[src/rtl/synth_regs_pkg.sv]
// host register map, control bit positions and bus-side timing constants for the sound core
package synth_regs_pkg;

    // internal clock enable and busy window
    localparam int clk_div        = 6;   // clk cycles per clk_en tick
    localparam int busy_ticks     = 32;  // clk_en ticks of busy after a data write
    localparam int tmr_b_prescale = 16;  // clk_en ticks per timer B count

    // timer registers
    localparam logic [7:0] reg_tmr_a_hi = 8'h24;  // value A bits 9..2
    localparam logic [7:0] reg_tmr_a_lo = 8'h25;  // value A bits 1..0
    localparam logic [7:0] reg_tmr_b    = 8'h26;
    localparam logic [7:0] reg_tmr_ctl  = 8'h27;

    // key on/off
    localparam logic [7:0] reg_key = 8'h28;

    // per-channel registers, channel index added to the base
    localparam logic [7:0] reg_level_base   = 8'h40;
    localparam logic [7:0] reg_fnum_lo_base = 8'ha0;
    localparam logic [7:0] reg_fnum_hi_base = 8'ha4;
    localparam logic [7:0] reg_pan_base     = 8'hb4;

    // timer control bits
    localparam int ctl_load_a  = 0;
    localparam int ctl_load_b  = 1;
    localparam int ctl_irq_a   = 2;
    localparam int ctl_irq_b   = 3;
    localparam int ctl_clr_a   = 4;  // strobe, not stored
    localparam int ctl_clr_b   = 5;  // strobe, not stored

    // key register bits
    localparam int key_on_bit  = 4;

    // pan register bits
    localparam int pan_l_bit   = 7;
    localparam int pan_r_bit   = 6;

endpackage

[src/rtl/synth_voice_pkg.sv]
// channel count and datapath widths and types shared by the voice path and its testbench
package synth_voice_pkg;

    localparam int num_ch   = 3;

    localparam int ch_w     = 2;
    localparam int fnum_w   = 11;
    localparam int block_w  = 3;
    localparam int phase_w  = 20;
    localparam int level_w  = 7;
    localparam int sample_w = 12;

    // channel index within a frame
    typedef logic [ch_w-1:0] ch_t;

    // frequency number and octave
    typedef logic [fnum_w-1:0] fnum_t;
    typedef logic [block_w-1:0] block_t;

    // phase accumulator, top bit gives the square tone
    typedef logic [phase_w-1:0] phase_t;

    // output level, unsigned
    typedef logic [level_w-1:0] level_t;

    // mixed output sample
    typedef logic signed [sample_w-1:0] sample_t;

endpackage

[src/rtl/synth_timer.sv]
// loadable up-counting interval timer with overflow flag, instantiated for timers A and B
`timescale 1ns/1ns

module synth_timer #(
    parameter type count_t  = logic [9:0],
    parameter int  prescale = 1            // clk_en ticks per count
) (
    input  logic   clk,
    input  logic   arst_n,
    input  logic   clk_en,
    input  count_t value,
    input  logic   load,
    input  logic   clr,
    output logic   flag
);

    localparam int pre_w = (prescale > 1) ? $clog2(prescale) : 1;

    count_t           count;
    logic [pre_w-1:0] pre_cnt;
    logic             tick;
    logic             overflow;

    assign tick     = clk_en && pre_cnt == pre_w'(prescale - 1);
    assign overflow = load && tick && count == '1;

    always_ff @(posedge clk or negedge arst_n) begin
        if (!arst_n) begin
            count   <= '0;
            pre_cnt <= '0;
            flag    <= 1'b0;
        end else begin
            if (!load) begin
                count   <= value;   // parked at start value
                pre_cnt <= '0;
            end else if (clk_en) begin
                pre_cnt <= tick ? '0 : pre_cnt + 1'b1;
                if (overflow)
                    count <= value;
                else if (tick)
                    count <= count + 1'b1;
            end

            // set wins over clear
            if (clr)
                flag <= 1'b0;
            if (overflow)
                flag <= 1'b1;
        end
    end

endmodule

[src/rtl/synth_pg.sv]
// phase generator: slot sequencer and per-channel phase accumulators with key-on reset
`timescale 1ns/1ns

module synth_pg
    import synth_voice_pkg::*;
(
    input  logic                   clk,
    input  logic                   arst_n,
    input  logic                   clk_en,
    input  fnum_t  [num_ch-1:0]    fnum,
    input  block_t [num_ch-1:0]    block,
    input  logic   [num_ch-1:0]    key_on,
    output ch_t                    slot,
    output logic                   slot_valid,
    output logic                   phase_msb,
    output logic                   key
);

    phase_t            phase [num_ch];
    ch_t               slot_cnt;     // slot served on the next clk_en
    logic [num_ch-1:0] key_lat;      // keys of the current frame
    logic [num_ch-1:0] rise_pend;    // key rose this frame
    logic [num_ch-1:0] key_now;
    logic [num_ch-1:0] rise_now;
    phase_t            inc;
    phase_t            next_phase;

    // slot 0 sees the keys directly, later slots use the latched copy
    always_comb begin
        key_now    = (slot_cnt == '0) ? key_on : key_lat;
        rise_now   = (slot_cnt == '0) ? (key_on & ~key_lat) : rise_pend;
        inc        = phase_t'(fnum[slot_cnt]) << block[slot_cnt];
        next_phase = rise_now[slot_cnt] ? '0 : phase[slot_cnt] + inc;
    end

    always_ff @(posedge clk or negedge arst_n) begin
        if (!arst_n) begin
            slot_cnt   <= '0;
            key_lat    <= '0;
            rise_pend  <= '0;
            slot       <= '0;
            slot_valid <= 1'b0;
            phase_msb  <= 1'b0;
            key        <= 1'b0;
            for (int i = 0; i < num_ch; i++)
                phase[i] <= '0;
        end else begin
            slot_valid <= clk_en;
            if (clk_en) begin
                phase[slot_cnt] <= next_phase;
                slot            <= slot_cnt;
                phase_msb       <= next_phase[phase_w-1];
                key             <= key_now[slot_cnt];

                if (slot_cnt == '0) begin
                    key_lat   <= key_on;
                    rise_pend <= key_on & ~key_lat;
                end

                if (slot_cnt == ch_t'(num_ch - 1))
                    slot_cnt <= '0;   // frame wraps
                else
                    slot_cnt <= slot_cnt + 1'b1;
            end
        end
    end

endmodule

[src/rtl/synth_acc.sv]
// stereo accumulator: sums square-wave channel contributions per frame and strobes the sample
`timescale 1ns/1ns

module synth_acc
    import synth_voice_pkg::*;
(
    input  logic                     clk,
    input  logic                     arst_n,
    input  ch_t                      slot,
    input  logic                     slot_valid,
    input  logic                     phase_msb,
    input  logic                     key,
    input  level_t [num_ch-1:0]      level,
    input  logic   [num_ch-1:0][1:0] pan,      // [1] left, [0] right
    output sample_t                  left,
    output sample_t                  right,
    output logic                     sample
);

    sample_t contrib;
    sample_t left_sum;
    sample_t right_sum;
    sample_t left_next;
    sample_t right_next;
    logic    last_slot;

    assign last_slot = slot_valid && slot == ch_t'(num_ch - 1);

    always_comb begin
        // square wave, +level on the low half and -level on the high half
        contrib    = phase_msb ? -sample_t'(level[slot]) : sample_t'(level[slot]);
        left_next  = left_sum;
        right_next = right_sum;
        if (slot_valid && key) begin
            if (pan[slot][1])
                left_next = left_sum + contrib;
            if (pan[slot][0])
                right_next = right_sum + contrib;
        end
    end

    always_ff @(posedge clk or negedge arst_n) begin
        if (!arst_n) begin
            left_sum  <= '0;
            right_sum <= '0;
            left      <= '0;
            right     <= '0;
            sample    <= 1'b0;
        end else begin
            sample <= last_slot;
            if (last_slot) begin
                left      <= left_next;   // held until next frame
                right     <= right_next;
                left_sum  <= '0;
                right_sum <= '0;
            end else if (slot_valid) begin
                left_sum  <= left_next;
                right_sum <= right_next;
            end
        end
    end

endmodule

[src/rtl/synth_mmr.sv]
// host register file: address latch, register decode, clk_en prescaler, busy and status/irq
`timescale 1ns/1ns

module synth_mmr
    import synth_regs_pkg::*;
    import synth_voice_pkg::*;
(
    input  logic                     clk,
    input  logic                     arst_n,
    input  logic [7:0]               din,
    input  logic                     a0,
    input  logic                     cs_n,
    input  logic                     wr_n,
    input  logic                     flag_a,
    input  logic                     flag_b,
    output logic [7:0]               dout,
    output logic                     irq_n,
    output logic                     clk_en,
    output logic [9:0]               value_a,
    output logic [7:0]               value_b,
    output logic                     load_a,
    output logic                     load_b,
    output logic                     clr_a,
    output logic                     clr_b,
    output fnum_t  [num_ch-1:0]      fnum,
    output block_t [num_ch-1:0]      block,
    output logic   [num_ch-1:0]      key_on,
    output level_t [num_ch-1:0]      level,
    output logic   [num_ch-1:0][1:0] pan     // [1] left, [0] right
);

    localparam int div_w  = $clog2(clk_div);
    localparam int busy_w = $clog2(busy_ticks + 1);

    logic              write;
    logic              data_wr;
    logic              busy;
    logic [7:0]        addr;
    logic [div_w-1:0]  div_cnt;
    logic [busy_w-1:0] busy_cnt;
    logic              irq_en_a;
    logic              irq_en_b;
    ch_t               key_ch;

    assign write   = !cs_n && !wr_n;
    assign data_wr = write && a0 && !busy;   // dropped while busy
    assign busy    = busy_cnt != '0;
    assign key_ch  = din[1:0];

    assign dout  = {busy, 5'd0, flag_b, flag_a};
    assign irq_n = !((flag_a && irq_en_a) || (flag_b && irq_en_b));

    // control state
    always_ff @(posedge clk or negedge arst_n) begin
        if (!arst_n) begin
            addr     <= '0;
            div_cnt  <= '0;
            clk_en   <= 1'b0;
            busy_cnt <= '0;
            load_a   <= 1'b0;
            load_b   <= 1'b0;
            irq_en_a <= 1'b0;
            irq_en_b <= 1'b0;
            clr_a    <= 1'b0;
            clr_b    <= 1'b0;
            key_on   <= '0;
        end else begin
            // one tick every clk_div clocks
            if (div_cnt == div_w'(clk_div - 1)) begin
                div_cnt <= '0;
                clk_en  <= 1'b1;
            end else begin
                div_cnt <= div_cnt + 1'b1;
                clk_en  <= 1'b0;
            end

            if (write && !a0)
                addr <= din;   // address phase

            if (data_wr)
                busy_cnt <= busy_w'(busy_ticks);
            else if (clk_en && busy)
                busy_cnt <= busy_cnt - 1'b1;

            clr_a <= data_wr && addr == reg_tmr_ctl && din[ctl_clr_a];
            clr_b <= data_wr && addr == reg_tmr_ctl && din[ctl_clr_b];

            if (data_wr && addr == reg_tmr_ctl) begin
                load_a   <= din[ctl_load_a];
                load_b   <= din[ctl_load_b];
                irq_en_a <= din[ctl_irq_a];
                irq_en_b <= din[ctl_irq_b];
            end

            if (data_wr && addr == reg_key && key_ch < num_ch)
                key_on[key_ch] <= din[key_on_bit];
        end
    end

    // timer values and channel settings
    always_ff @(posedge clk) begin
        if (data_wr) begin
            case (addr)
                reg_tmr_a_hi: value_a[9:2] <= din;
                reg_tmr_a_lo: value_a[1:0] <= din[1:0];
                reg_tmr_b:    value_b      <= din;
                default: ;
            endcase
            for (int ch = 0; ch < num_ch; ch++) begin
                if (addr == reg_fnum_lo_base + 8'(ch))
                    fnum[ch][7:0] <= din;
                if (addr == reg_fnum_hi_base + 8'(ch)) begin
                    block[ch]      <= din[5:3];
                    fnum[ch][10:8] <= din[2:0];
                end
                if (addr == reg_pan_base + 8'(ch))
                    pan[ch] <= {din[pan_l_bit], din[pan_r_bit]};
                if (addr == reg_level_base + 8'(ch))
                    level[ch] <= din[6:0];
            end
        end
    end

endmodule

[src/rtl/synth_top.sv]
// sound core top level: register file, timers A and B, phase generator and stereo mixer
`timescale 1ns/1ns

module synth_top
    import synth_regs_pkg::*;
    import synth_voice_pkg::*;
(
    input  logic       clk,
    input  logic       arst_n,
    input  logic [7:0] din,
    input  logic       a0,
    input  logic       cs_n,
    input  logic       wr_n,
    output logic [7:0] dout,
    output logic       irq_n,
    output sample_t    left,
    output sample_t    right,
    output logic       sample
);

    logic                     clk_en;
    logic                     flag_a;
    logic                     flag_b;
    logic [9:0]               value_a;
    logic [7:0]               value_b;
    logic                     load_a;
    logic                     load_b;
    logic                     clr_a;
    logic                     clr_b;
    fnum_t  [num_ch-1:0]      fnum;
    block_t [num_ch-1:0]      block;
    logic   [num_ch-1:0]      key_on;
    level_t [num_ch-1:0]      level;
    logic   [num_ch-1:0][1:0] pan;
    ch_t                      slot;
    logic                     slot_valid;
    logic                     phase_msb;
    logic                     key;

    synth_mmr u_mmr (
        .clk     ( clk     ),
        .arst_n  ( arst_n  ),
        .din     ( din     ),
        .a0      ( a0      ),
        .cs_n    ( cs_n    ),
        .wr_n    ( wr_n    ),
        .flag_a  ( flag_a  ),
        .flag_b  ( flag_b  ),
        .dout    ( dout    ),
        .irq_n   ( irq_n   ),
        .clk_en  ( clk_en  ),
        .value_a ( value_a ),
        .value_b ( value_b ),
        .load_a  ( load_a  ),
        .load_b  ( load_b  ),
        .clr_a   ( clr_a   ),
        .clr_b   ( clr_b   ),
        .fnum    ( fnum    ),
        .block   ( block   ),
        .key_on  ( key_on  ),
        .level   ( level   ),
        .pan     ( pan     )
    );

    // timer A counts every tick
    synth_timer #(.count_t(logic [9:0]), .prescale(1)) u_timer_a (
        .clk    ( clk     ),
        .arst_n ( arst_n  ),
        .clk_en ( clk_en  ),
        .value  ( value_a ),
        .load   ( load_a  ),
        .clr    ( clr_a   ),
        .flag   ( flag_a  )
    );

    synth_timer #(.count_t(logic [7:0]), .prescale(tmr_b_prescale)) u_timer_b (
        .clk    ( clk     ),
        .arst_n ( arst_n  ),
        .clk_en ( clk_en  ),
        .value  ( value_b ),
        .load   ( load_b  ),
        .clr    ( clr_b   ),
        .flag   ( flag_b  )
    );

    synth_pg u_pg (
        .clk        ( clk        ),
        .arst_n     ( arst_n     ),
        .clk_en     ( clk_en     ),
        .fnum       ( fnum       ),
        .block      ( block      ),
        .key_on     ( key_on     ),
        .slot       ( slot       ),
        .slot_valid ( slot_valid ),
        .phase_msb  ( phase_msb  ),
        .key        ( key        )
    );

    synth_acc u_acc (
        .clk        ( clk        ),
        .arst_n     ( arst_n     ),
        .slot       ( slot       ),
        .slot_valid ( slot_valid ),
        .phase_msb  ( phase_msb  ),
        .key        ( key        ),
        .level      ( level      ),
        .pan        ( pan        ),
        .left       ( left       ),
        .right      ( right      ),
        .sample     ( sample     )
    );

endmodule

[config.mk]
export PLATFORM = sky130hd
export DESIGN_NAME = synth_top
export DESIGN_NICKNAME = d
export VERILOG_FILES = /design/src/rtl/synth_regs_pkg.sv /design/src/rtl/synth_voice_pkg.sv /design/src/rtl/synth_timer.sv /design/src/rtl/synth_pg.sv /design/src/rtl/synth_acc.sv /design/src/rtl/synth_mmr.sv /design/src/rtl/synth_top.sv
export SDC_FILE = /design/constraint.sdc
export NUM_CORES = 1
export LEC_CHECK = 0
export ABC_AREA = 1
export BUFFER_PORTS_ARGS = -buffer_cell sky130_fd_sc_hd__buf_2
export CORE_ASPECT_RATIO = 1.4
export CORE_MARGIN = 4
export CORE_UTILIZATION = 59
export CTS_BUF_LIST = sky130_fd_sc_hd__clkbuf_2 sky130_fd_sc_hd__clkbuf_4 sky130_fd_sc_hd__clkbuf_8
export CTS_CLUSTER_DIAMETER = 40
export DETAILED_ROUTE_END_ITERATION = 12
export PLACE_DENSITY = 0.79
export SYNTH_ARGS = -nofsm -noshare
export SYNTH_HDL_FRONTEND = slang
export SYNTH_HIERARCHICAL = 1
export SYNTH_SLANG_ARGS = --single-unit
[constraint.sdc]
create_clock -name clk -period 3 [get_ports clk]
set_input_delay 0 -clock clk [delete_from_list [all_inputs] [get_ports clk]]
set_output_delay 0 -clock clk [all_outputs]
set_load 0.01 [all_outputs]
## Word-level counts from Yosys, hierarchy flattened

Cells that the tools add are included.

| cells by class | value |
|---|---|
| add/sub/neg operators | 11 |
| $lt $le $gt $ge | 7 |
| equal/unequal tests | 27 |
| shift-type cells | 1 |
| multiplexer cells | 56 |
| bitwise logic cells | 4 |
| reduce and logical (&&, ||, !) cells | 51 |

Operators with widths:

| cell | count |
|---|---|
| 12-bit 2-to-1 mux | 9 |
| 8-bit == test (second input constant) | 10 |
| 20-bit 2-to-1 mux | 4 |
| 60-bit bitwise mux | 1 |
| 20-bit binary-select mux with 2-bit select | 1 |
| 20-bit demux with 2-bit select | 1 |
| 8-bit by 6-bit == test with 1-bit output (second input constant) | 5 |
| 10-bit 2-to-1 mux | 4 |
| 2-bit AND reduction | 17 |
| 8-bit 2-to-1 mux | 4 |
| 12-bit adder | 2 |
| 8-bit by 7-bit == test with 1-bit output (second input constant) | 3 |
| 11-bit binary-select mux with 2-bit select | 1 |
| 1-bit logical AND | 22 |
| 20-bit adder | 1 |
| 11-bit by 3-bit << shifter with 20-bit output | 1 |
| 7-bit binary-select mux with 2-bit select | 1 |
| 3-bit 2-to-1 mux | 4 |
| 4-bit 2-to-1 mux | 3 |
| 6-bit 2-to-1 mux | 2 |
| 7-bit negator with 12-bit output | 1 |
| 1-bit 2-to-1 mux | 11 |
| 11-bit 2-to-1 mux | 1 |
| 10-bit by 1-bit adder with 10-bit output (second input constant) | 1 |
| 33 further kinds | 47 |

| word-level totals | value |
|---|---|
| register bits after elaboration | 261 |
| input port bits | 13 |
| output and inout bits | 34 |
| word-level logic and storage cells | 207 |

## Longest topological paths before layout

Gate-level depths: netlist of the first run.

| logic depth | value |
|---|---|
| depth in word-level cells | 9 |
| depth in mapped cells | 26 |
| gate-level depth less buffers | 26 |

## Hierarchy

The synthesis of the first run kept the hierarchy.

Modules (own cells, without submodules):

| module | times used | cells an instance | area each (sq um) | seq. area each (sq um) |
|---|---|---|---|---|
| synth_pg | 1 | 711 | 4834.6 | 1801.7 |
| synth_mmr | 1 | 269 | 4037.6 | 3288.2 |
| synth_acc | 1 | 478 | 3445.8 | 1226.2 |
| synth_timer (u_timer_a) | 1 | 135 | 892.1 | 300.3 |
| synth_timer (u_timer_b) | 1 | 110 | 804.5 | 325.3 |

## Worst setup path after synthesis of the first run

No wires, ideal clock.

| path | value |
|---|---|
| path kind | reg2reg |
| start | register u_pg.slot[0] |
| end | register u_acc.right[9] |
| arrival | 2.827 ns |
| setup slack | 0.039 ns |
| cell stages (with the launch flop) | 21 |
| path buffers | 1 |
| cell sequence | dfrtp_1 -> buf_6 -> nor2_8 -> inv_2 -> o21a_1 -> ha_1 -> or2_2 -> o21ai_0 -> inv_1 -> ha_1 -> nand3_1 -> nand3_1 -> inv_1 -> o21bai_1 -> nand2_1 -> nand2_1 -> nand2_1 -> nand2_1 -> nand2_1 -> o21ai_0 -> o21ai_0 |

| on the way | value |
|---|---|
| longest elaborated chain between the ends | 7 |

Ends and longest elaborated chain:

| item | line | source |
|---|---|---|
| from (decl) | synth_pg.sv:13 | `output ch_t slot,` |
| from (signal assigned) | synth_pg.sv:51 | `slot <= slot_cnt;` |
| 7-bit binary-select mux with 2-bit select | synth_acc.sv:31 | `contrib = phase_msb ? -sample_t'(level[slot]) : sample_t'(level[slot]);` |
| 7-bit 2-to-1 mux (implied by the code) | synth_acc.sv:31 |  |
| 7-bit negator with 12-bit output | synth_acc.sv:31 |  |
| 12-bit 2-to-1 mux | synth_acc.sv:31 |  |
| 12-bit adder | synth_acc.sv:38 | `right_next = right_sum + contrib;` |
| 12-bit 2-to-1 mux | synth_acc.sv:37 | `if (pan[slot][0])` |
| 12-bit 2-to-1 mux | synth_acc.sv:34 | `if (slot_valid && key) begin` |
| to (signal assigned) | synth_acc.sv:53 | `right <= right_next;` |
| to (decl) | synth_acc.sv:16 | `output sample_t right,` |

Several ways; a longest one is shown, not always the timed one. The select of a mux whose other input is x is not followed.
A chain may end at the register's enable or synchronous reset.

## Final worst setup path of the first run

| path | value |
|---|---|
| start | register u_pg.slot[0] |
| end | register u_acc.left[11] |

| on the way | value |
|---|---|
| longest elaborated chain between the ends | 7 |

Ends and longest elaborated chain:

| item | line | source |
|---|---|---|
| 7-bit binary-select mux with 2-bit select | synth_acc.sv:31 |  |
| 7-bit 2-to-1 mux (implied by the code) | synth_acc.sv:31 |  |
| 7-bit negator with 12-bit output | synth_acc.sv:31 |  |
| 12-bit 2-to-1 mux | synth_acc.sv:31 |  |
| 12-bit adder | synth_acc.sv:36 | `left_next = left_sum + contrib;` |
| 12-bit 2-to-1 mux | synth_acc.sv:35 | `if (pan[slot][1])` |
| 12-bit 2-to-1 mux | synth_acc.sv:34 |  |
| to (signal assigned) | synth_acc.sv:52 | `left <= left_next;` |
| to (decl) | synth_acc.sv:15 | `output sample_t left,` |

Several ways; a longest one is shown, not always the timed one. The select of a mux whose other input is x is not followed.

==> impl_metrics.py, run 1 <==
metrics = {
    "worst_setup_path": {
        "rr_worst_depth": 19,
        "criticalPathCategory": "flop to flop",
        "critPathLaunchType": "flop",
        "crit_path_end_kind": "flop",
        "cp_data_required_time_ps": 3450,
        "arrival_ps": 3560,
        "path_max_fanout": 7,
    },
    "final_layout": {
        "final_util": 0.771,
        "nets": 1958,
        "finalNonFillerCells": 2238,
        "antennaDiodeCount": 0,
        "drive_gt1_frac": 0.303,
        "area_growth_pct": 28.1,
        "stdcell_area_um2": 18000,
        "fill_cells": 1517,
    },
    "pwr": {
        "total_power_mw": 7.03,
        "comb_power_share": 0.024,
        "p_sw_mw": 1.58,
        "leakage_nw": 8.62,
        "pwr-share-clk": 0.449,
        "netSwitchingFraction": 0.224,
        "internal-power_mw": 5.45,
        "peakVddDrop_mv": 0.405,
        "p_seq_frac": 0.528,
        "power_density_nw_per_um2": 392,
    },
    "cts": {
        "worstSkewPairLatency_ps": 570,
        "cts_buffers": 43,
        "cts-root-buf": "clkbuf_8",
        "htreeDepth": 2,
        "cts.path.max_buffers": 3,
        "clkTransAtPathRegs_ps": 60,
        "cts.sink_count": 260,
        "cts_tree": "done",
    },
    "logic_synthesis": {
        "synth_top_family_by_area": "simple AND/OR/NAND/NOR gates",
        "synth_common_cells": "557 x nand2_1, 173 x dfrtp_1, 164 x inv_1, 137 x nand3_1, 117 x nor2_1",
        "synth_top_area_share": 0.309,
        "synth-xor-area-share": 0.0156,
        "synth_mux_area_frac": 0.00375,
        "synth_cell_types": 54,
        "yosys_warnings": 6,
        "avgSynthCellArea_um2": 8.23,
        "synthTopCellsByArea": "dfrtp_1 31%, edfxtp_1 19%, nand2_1 15%, nand3_1 4.9%, inv_1 4.4%",
        "synth_area_leader_cell": "dfrtp_1",
        "synth.most_common_cell": "nand2_1",
        "synth_compound_area_frac": 0.0892,
        "synth_simple_gate_area_share": 0.285,
        "syn_inst": 1703,
        "ys_seq_elements": 260,
        "async_flop_share": 0.665,
        "synth_edf_count": 87,
        "ys.flop_type": "dfrtp_1",
        "synth_fa_ha_area_frac": 0.0445,
        "ys_seq_area_frac": 0.495,
        "synth_area_um2": 14000,
    },
    "place": {
        "gp_congestion": 0.924,
        "dpl_cell_area_um2": 15200,
        "dp_cells": 2115,
        "numPortBuffers": 41,
        "place_hpwl_um": 23800,
        "post-place-ws_ps": -170,
    },
    "die": {
        "io_pins": 47,
        "die_h_um": 190,
        "die_area_um2": 26300,
        "coreArea_um2": 23300,
        "die_width_um": 138,
        "rows": 66,
        "start_util": 0.602,
    },
    "timing": {
        "skew_ps": 14.6,
        "timing.final.ws_setup_ps": -106,
        "rsz0062_at_grt": "yes",
        "hold_ws_ps": 47.7,
        "relSlewSlack": 0.244,
        "drv_slew": 0,
        "max_freq_mhz": 322,
        "setup_tns_ps": -447,
        "hold_viol": 0,
        "fin_crit_ps": 3110,
        "worst_pin_slew_ps": 1130,
        "fin_crit_sh": 1.04,
        "setup_viol": 18,
    },
    "hold_path": {
        "min_path_type": "input pin to asynchronous set/reset pin",
    },
    "grt": {
        "grt_pass1_wl_um": 56800,
        "gr-total-overflow": 0,
        "antenna_found_initial": 0,
        "grt_pass1_vias": 12000,
        "grt_max_degree": 78,
        "gr-usage-all-layers": 0.260,
    },
    "route": {
        "drt_iter0_markers": 905,
        "drt_first_pass_iters": 5,
        "finalWirelength_um": 38500,
        "remaining_drc_errors": 0,
        "vias": 12700,
        "via_per_inst": 5.66,
        "wire_per_inst_um": 17.2,
        "drtAntennaViolNets": 0,
    },
    "flow_run": {
        "maxCapViolCount": 0,
    },
    "run_status": {
        "violations": "setup timing",
        "status": "complete, but fails checks",
    },
}
routing by layer:
layer,GRT usage,share of wire
met1,0.305,0.38
met5,0,0
met2,0.471,0.52
met3,0.0437,0.058
met4,0.113,0.042
cells in the final DEF (no fill, tap or decap), types with 7 or more instances in the layout:
cell type,instances
nand2_1,481
dfrtp_1,171
inv_1,148
buf_4,114
nand3_1,91
nor2_1,91
edfxtp_1,87
nand2_2,74
o21ai_0,72
clkbuf_8,49
nand3_2,43
buf_2,41
o21ai_1,34
nand4_1,33
a21oi_2,27
nor2_2,25
ha_4,23
inv_2,21
nor2_4,20
ha_1,19
a22oi_1,19
nand2_4,18
buf_6,17
a21oi_1,17
xor2_1,15
dlygate4sd3_1,14
o21ai_2,14
clkbuf_4,10
xnor2_1,10
clkinv_2,9
or2_2,9
clkinv_1,8
a22oi_2,7
final cells by class:
cell class | instances | area (um2) | area share
inverters | 176 | 681 | 0.0379
repair buffers | 194 | 1550 | 0.0865
clock buffers | 59 | 749 | 0.0417
flip-flops and latches | 260 | 6940 | 0.387
well taps | 306 | 383 | 0.0213
multi-input cells | 1221 | 7500 | 0.418
clock inverters | 21 | 135 | 0.00753
repair inverters | 1 | 6.26 | 0.000348
power by group through the flow:
stage / sequential [mW] / clock (mW) / combinational (mW)
6_report: 3.71 / 3.15 / 0.166
5_1_grt: 3.71 / 3.39 / 0.188
4_1_cts: 3.71 / 3.21 / 0.167
3_5_place_dp: 3.78 / 0 / 0.154
3_3_place_gp: 3.78 / 0 / 0.149
2_1_floorplan: 3.77 / 0 / 0.0583
kinds of logic after synthesis:
kind of cell	count (synthesis)
flip-flops	260
other	1
adder cells (fa/ha/maj)	48
multiplexers	5
AND/OR/NAND/NOR	915
XOR/XNOR	25
AO/OA/AOI/OAI	222
buffers and inverters	227
sequential cells by signal, indices dropped and copies added, names as in the netlist, 2 cells and up:
signal	count
u_timer_b/count	8
u_mmr/block	9
u_pg/phase	60
u_pg/rise_pend	2
u_mmr/pan	6
u_pg/key_lat	3
u_mmr/div_cnt	3
u_mmr/key_on	3
u_pg/slot_cnt	2
u_acc/right	12
u_timer_b/pre_cnt	4
u_mmr/fnum	33
u_acc/left_sum	12
u_mmr/addr	8
u_mmr/busy_cnt	6
u_mmr/value_a	10
u_timer_a/count	10
u_mmr/value_b	8
u_acc/right_sum	12
u_pg/slot	2
u_acc/left	12
u_mmr/level	21
critical path: stages (launching register included):
cell and delay (ps):
dfrtp_2 450, buf_6 130, buf_6 120, nand2_1 80, nand3_2 100, nand2_2 100
o31ai_4 340, o211ai_1 280, ha_1 400, a21oi_2 130, a21boi_2 150, nand2_1 80
nor2_2 180, inv_2 50, nand2_2 70, nand3_1 80, nand2_2 100, nand2_1 50
nand2_1 50, nand2_1 60
path summary, 6_finish.rpt:
path                         startpoint                 end  slack, ps
min                              arst_n   u_acc/left_sum[5]         50
min in group clk                   cs_n       u_mmr/addr[7]         70
max reg2reg                u_pg/slot[0]      u_acc/left[11]       -110
min reg2reg                 u_mmr/clr_b      u_timer_b/flag        460
max in group asynchronous        arst_n  u_timer_a/count[4]       2200
max                        u_pg/slot[0]      u_acc/left[11]       -110
timing repair:
action,CTS,global route
setup buffers,3,23
hold buffers,14,0
endpoints found under the hold margin,179,0
gates cloned,0,5
setup endpoints to repair,66,81
gates resized for setup,42,343
pin swaps,15,107
No activity file was read; power rests on OpenSTA's default activity.
==> run 2: changes to the inputs <==
ABC_AREA = not set   (was 1)
CORE_UTILIZATION = 40   (was 59)
PLACE_DENSITY = not set   (was 0.79)
==> impl_metrics.py, run 2 <==
metrics = {
    "final_layout": {
        "top_register": "u_pg/phase",
        "finalNonFillerCells": 2055,
        "nets": 1638,
        "drive_gt1_frac": 0.348,
        "fill_cells": 2888,
        "seqCellArea_um2": 6940,
        "area_growth_pct": 34.4,
        "antennaDiodeCount": 0,
        "multi_input_area_um2": 7520,
        "final_util": 0.549,
        "largest_reg_flops": 60,
        "final_cell_mix": "207 x nand2_1, 187 x buf_4, 171 x dfrtp_1",
        "reg_top3": "u_pg/phase (60), u_mmr/fnum (33), u_mmr/level (21)",
        "layout_commonest_cell": "nand2_1",
    },
    "pwr": {
        "total_power_mw": 7.77,
        "leakage_nw": 8.02,
        "power_density_nw_per_um2": 422,
        "peakVddDrop_mv": 0.586,
    },
    "timing": {
        "drv_slew": 0,
        "hold_ws_ps": 329,
        "fin_crit_sh": 1.16,
        "skew_ps": 29.4,
        "timing.final.ws_setup_ps": -476,
        "rsz0062_at_grt": "yes",
        "setup_viol": 67,
        "worst_pin_slew_ps": 760,
        "max_freq_mhz": 288,
        "hold_viol": 0,
        "fin_crit_ps": 3480,
        "relSlewSlack": 0.492,
    },
    "place": {
        "post-place-ws_ps": -556,
        "gp_congestion": 0.873,
        "numPortBuffers": 41,
        "dp_cells": 1918,
        "place_hpwl_um": 24300,
    },
    "die": {
        "rows": 79,
        "start_util": 0.408,
        "die_h_um": 227,
        "io_pins": 47,
        "die_area_um2": 37300,
        "die_width_um": 164,
        "coreArea_um2": 33500,
    },
    "logic_synthesis": {
        "yosys_warnings": 6,
        "synth_top_family_by_area": "compound AO/OA/AOI/OAI gates",
        "synth_common_cells": "217 x nand2_1, 173 x dfrtp_1, 117 x o21ai_0, 87 x edfxtp_1, 74 x nor2_1",
        "synth-xor-area-share": 0.0275,
        "ys_seq_elements": 260,
        "synth_area_leader_cell": "dfrtp_1",
        "synthTopCellsByArea": "dfrtp_1 32%, edfxtp_1 19%, nand2_1 6.0%, mux2i_1 4.5%, o21ai_0 4.3%",
        "async_flop_share": 0.665,
        "ys_seq_area_frac": 0.508,
        "syn_inst": 1326,
        "synth_cell_types": 88,
        "synth_edf_count": 87,
        "synth_compound_area_frac": 0.158,
        "avgSynthCellArea_um2": 10.3,
        "synth.most_common_cell": "nand2_1",
        "synth_area_um2": 13700,
        "synth_top_area_share": 0.317,
        "ys.flop_type": "dfrtp_1",
        "synth_mux_area_frac": 0.0709,
        "synth_fa_ha_area_frac": 0.0456,
        "synth_simple_gate_area_share": 0.153,
    },
    "worst_setup_path": {
        "rr_worst_depth": 13,
        "rrSetupSlack_ps": -480,
        "arrival_ps": 3940,
        "criticalPathCategory": "flop to flop",
        "critPathLaunchType": "flop",
        "r2r_start": "u_pg/slot_cnt[1]",
        "worstPathCellList": "mux2i_4, o2bb2ai_4, buf_12, or2_2, mux2_4, nor2_4, ha_4, a21o_1, a221o_1, a21bo_2, a221oi_2, xor2_1, o21ai_1",
        "r2r_end": "u_pg/phase[12]",
        "cp_num_buf_inv": 1,
        "critical_path.max_stage_delay_ps": 470,
        "crit_path_end_kind": "flop",
        "path_max_fanout": 8,
        "cp_top_family": "compound AO/OA/AOI/OAI gates",
        "cp_data_required_time_ps": 3470,
        "worst_path_max_delay_cell": "dfrtp_2",
    },
    "cts": {
        "worstSkewPairLatency_ps": 580,
        "cts_buffers": 45,
        "cts_tree": "done",
        "clkTransAtPathRegs_ps": 60,
        "cts-root-buf": "clkbuf_8",
        "cts.sink_count": 260,
        "htreeDepth": 2,
        "cts.path.max_buffers": 3,
    },
    "hold_path": {
        "min_path_cells": 2,
        "min_path_type": "input pin to flop",
        "min-delay-start": "din[7]",
        "min_to": "u_mmr/value_b[7]",
    },
    "flow_run": {
        "maxCapViolCount": 0,
    },
    "route": {
        "via_per_inst": 5.34,
        "drtAntennaViolNets": 0,
        "drt_first_pass_iters": 5,
        "drt_iter0_markers": 557,
        "remaining_drc_errors": 0,
        "vias": 11000,
        "wire_per_inst_um": 17.4,
        "finalWirelength_um": 35700,
    },
    "run_status": {
        "violations": "setup timing",
        "status": "complete, but fails checks",
    },
    "grt": {
        "grt_pass1_wl_um": 57700,
        "grt_pass1_vias": 11300,
        "gr-total-overflow": 0,
        "antenna_found_initial": 0,
        "gr-usage-all-layers": 0.192,
        "grt_max_degree": 66,
    },
}
## run 2: cell count changes in the layout (fill, tap and decap cells not counted), sizes merged, moves of 20 or more
cell | before | now
nand2 | 573 | 217
a31oi | 0 | 20
mux2i | 3 | 62
nand3 | 140 | 32
buf | 179 | 259
inv | 177 | 38
a22oi | 26 | 3
nor2 | 137 | 74
a21o | 1 | 21
mux2 | 2 | 31
## run 2: cells by family (layout without fill, tap and decap cells)
group,Yosys count,count (layout)
AO/OA/AOI/OAI,332,332
XOR/XNOR,43,43
adder cells (fa/ha/maj),48,48
buffers and inverters,110,390
flip-flops,260,260
multiplexers,93,93
other,1,5
AND/OR/NAND/NOR,439,439
## run 2: per-stage QoR
stage,setup TNS [ps],cell area [um2]
after floorplan,-4620,13800
after global placement,-20760,15600
after detailed placement,-23540,15600
after CTS,-16190,17600
after global routing,-30770,18400
final,-19560,18400
## run 2: per-layer routing
layer / part of all wire / routed length [um] / vias to the layer above / global-route usage
met5: 0 / 0 / - / 0
li1: - / - / 5289 / -
met1: 0.40 / 14100 / 5327 / 0.223
met3: 0.040 / 1430 / 94 / 0.0327
met4: 0.041 / 1470 / 0 / 0.0793
met2: 0.52 / 18700 / 254 / 0.348
## run 2: timing repair
item                       in CTS  in global routing
pin swaps                      77                 73
buffers inserted               24                 23
gates resized for setup       162                106
hold endpoints to repair      280                  0
hold buffers                   16                  0
setup endpoints to repair      73                 76
## run 2: worst max path at each step
| stage | cells after the start | endpoint | start |
|---|---|---|---|
| after floorplan | 15 | u_pg/phase[52] | u_pg/slot_cnt[1] |
| after global placement | 16 | u_pg/phase[39] | u_pg/slot_cnt[1] |
| after detailed placement | 14 | u_pg/phase[18] | u_pg/slot_cnt[1] |
| after CTS | 12 | u_pg/phase[52] | u_pg/slot_cnt[1] |
| after global routing | 17 | u_pg/phase[18] | u_pg/slot_cnt[1] |
| final | 13 | u_pg/phase[12] | u_pg/slot_cnt[1] |
## run 2: layout make-up
class	instances	share of cell area
multi-input cells	960	0.409
clock buffers	56	0.0392
repair buffers	274	0.120
clock inverters	24	0.0161
well taps	445	0.0303
inverters	36	0.00749
flip-flops and latches	260	0.378
## run 2: worst reg2reg max path: cells and delay by family, from the launching register on
kind / cells / cell delay (ps)
AO/OA/AOI/OAI: 6 / 1270
adder cells (fa/ha/maj): 1 / 210
XOR/XNOR: 1 / 260
flip-flops: 1 / 470
multiplexers: 2 / 570
buffers and inverters: 1 / 150
AND/OR/NAND/NOR: 2 / 430
## run 2: report_power, final
group | switching (mW) | internal (mW)
clock network | 1.51 | 2.12
registers | 0.0961 | 3.74
logic | 0.173 | 0.124
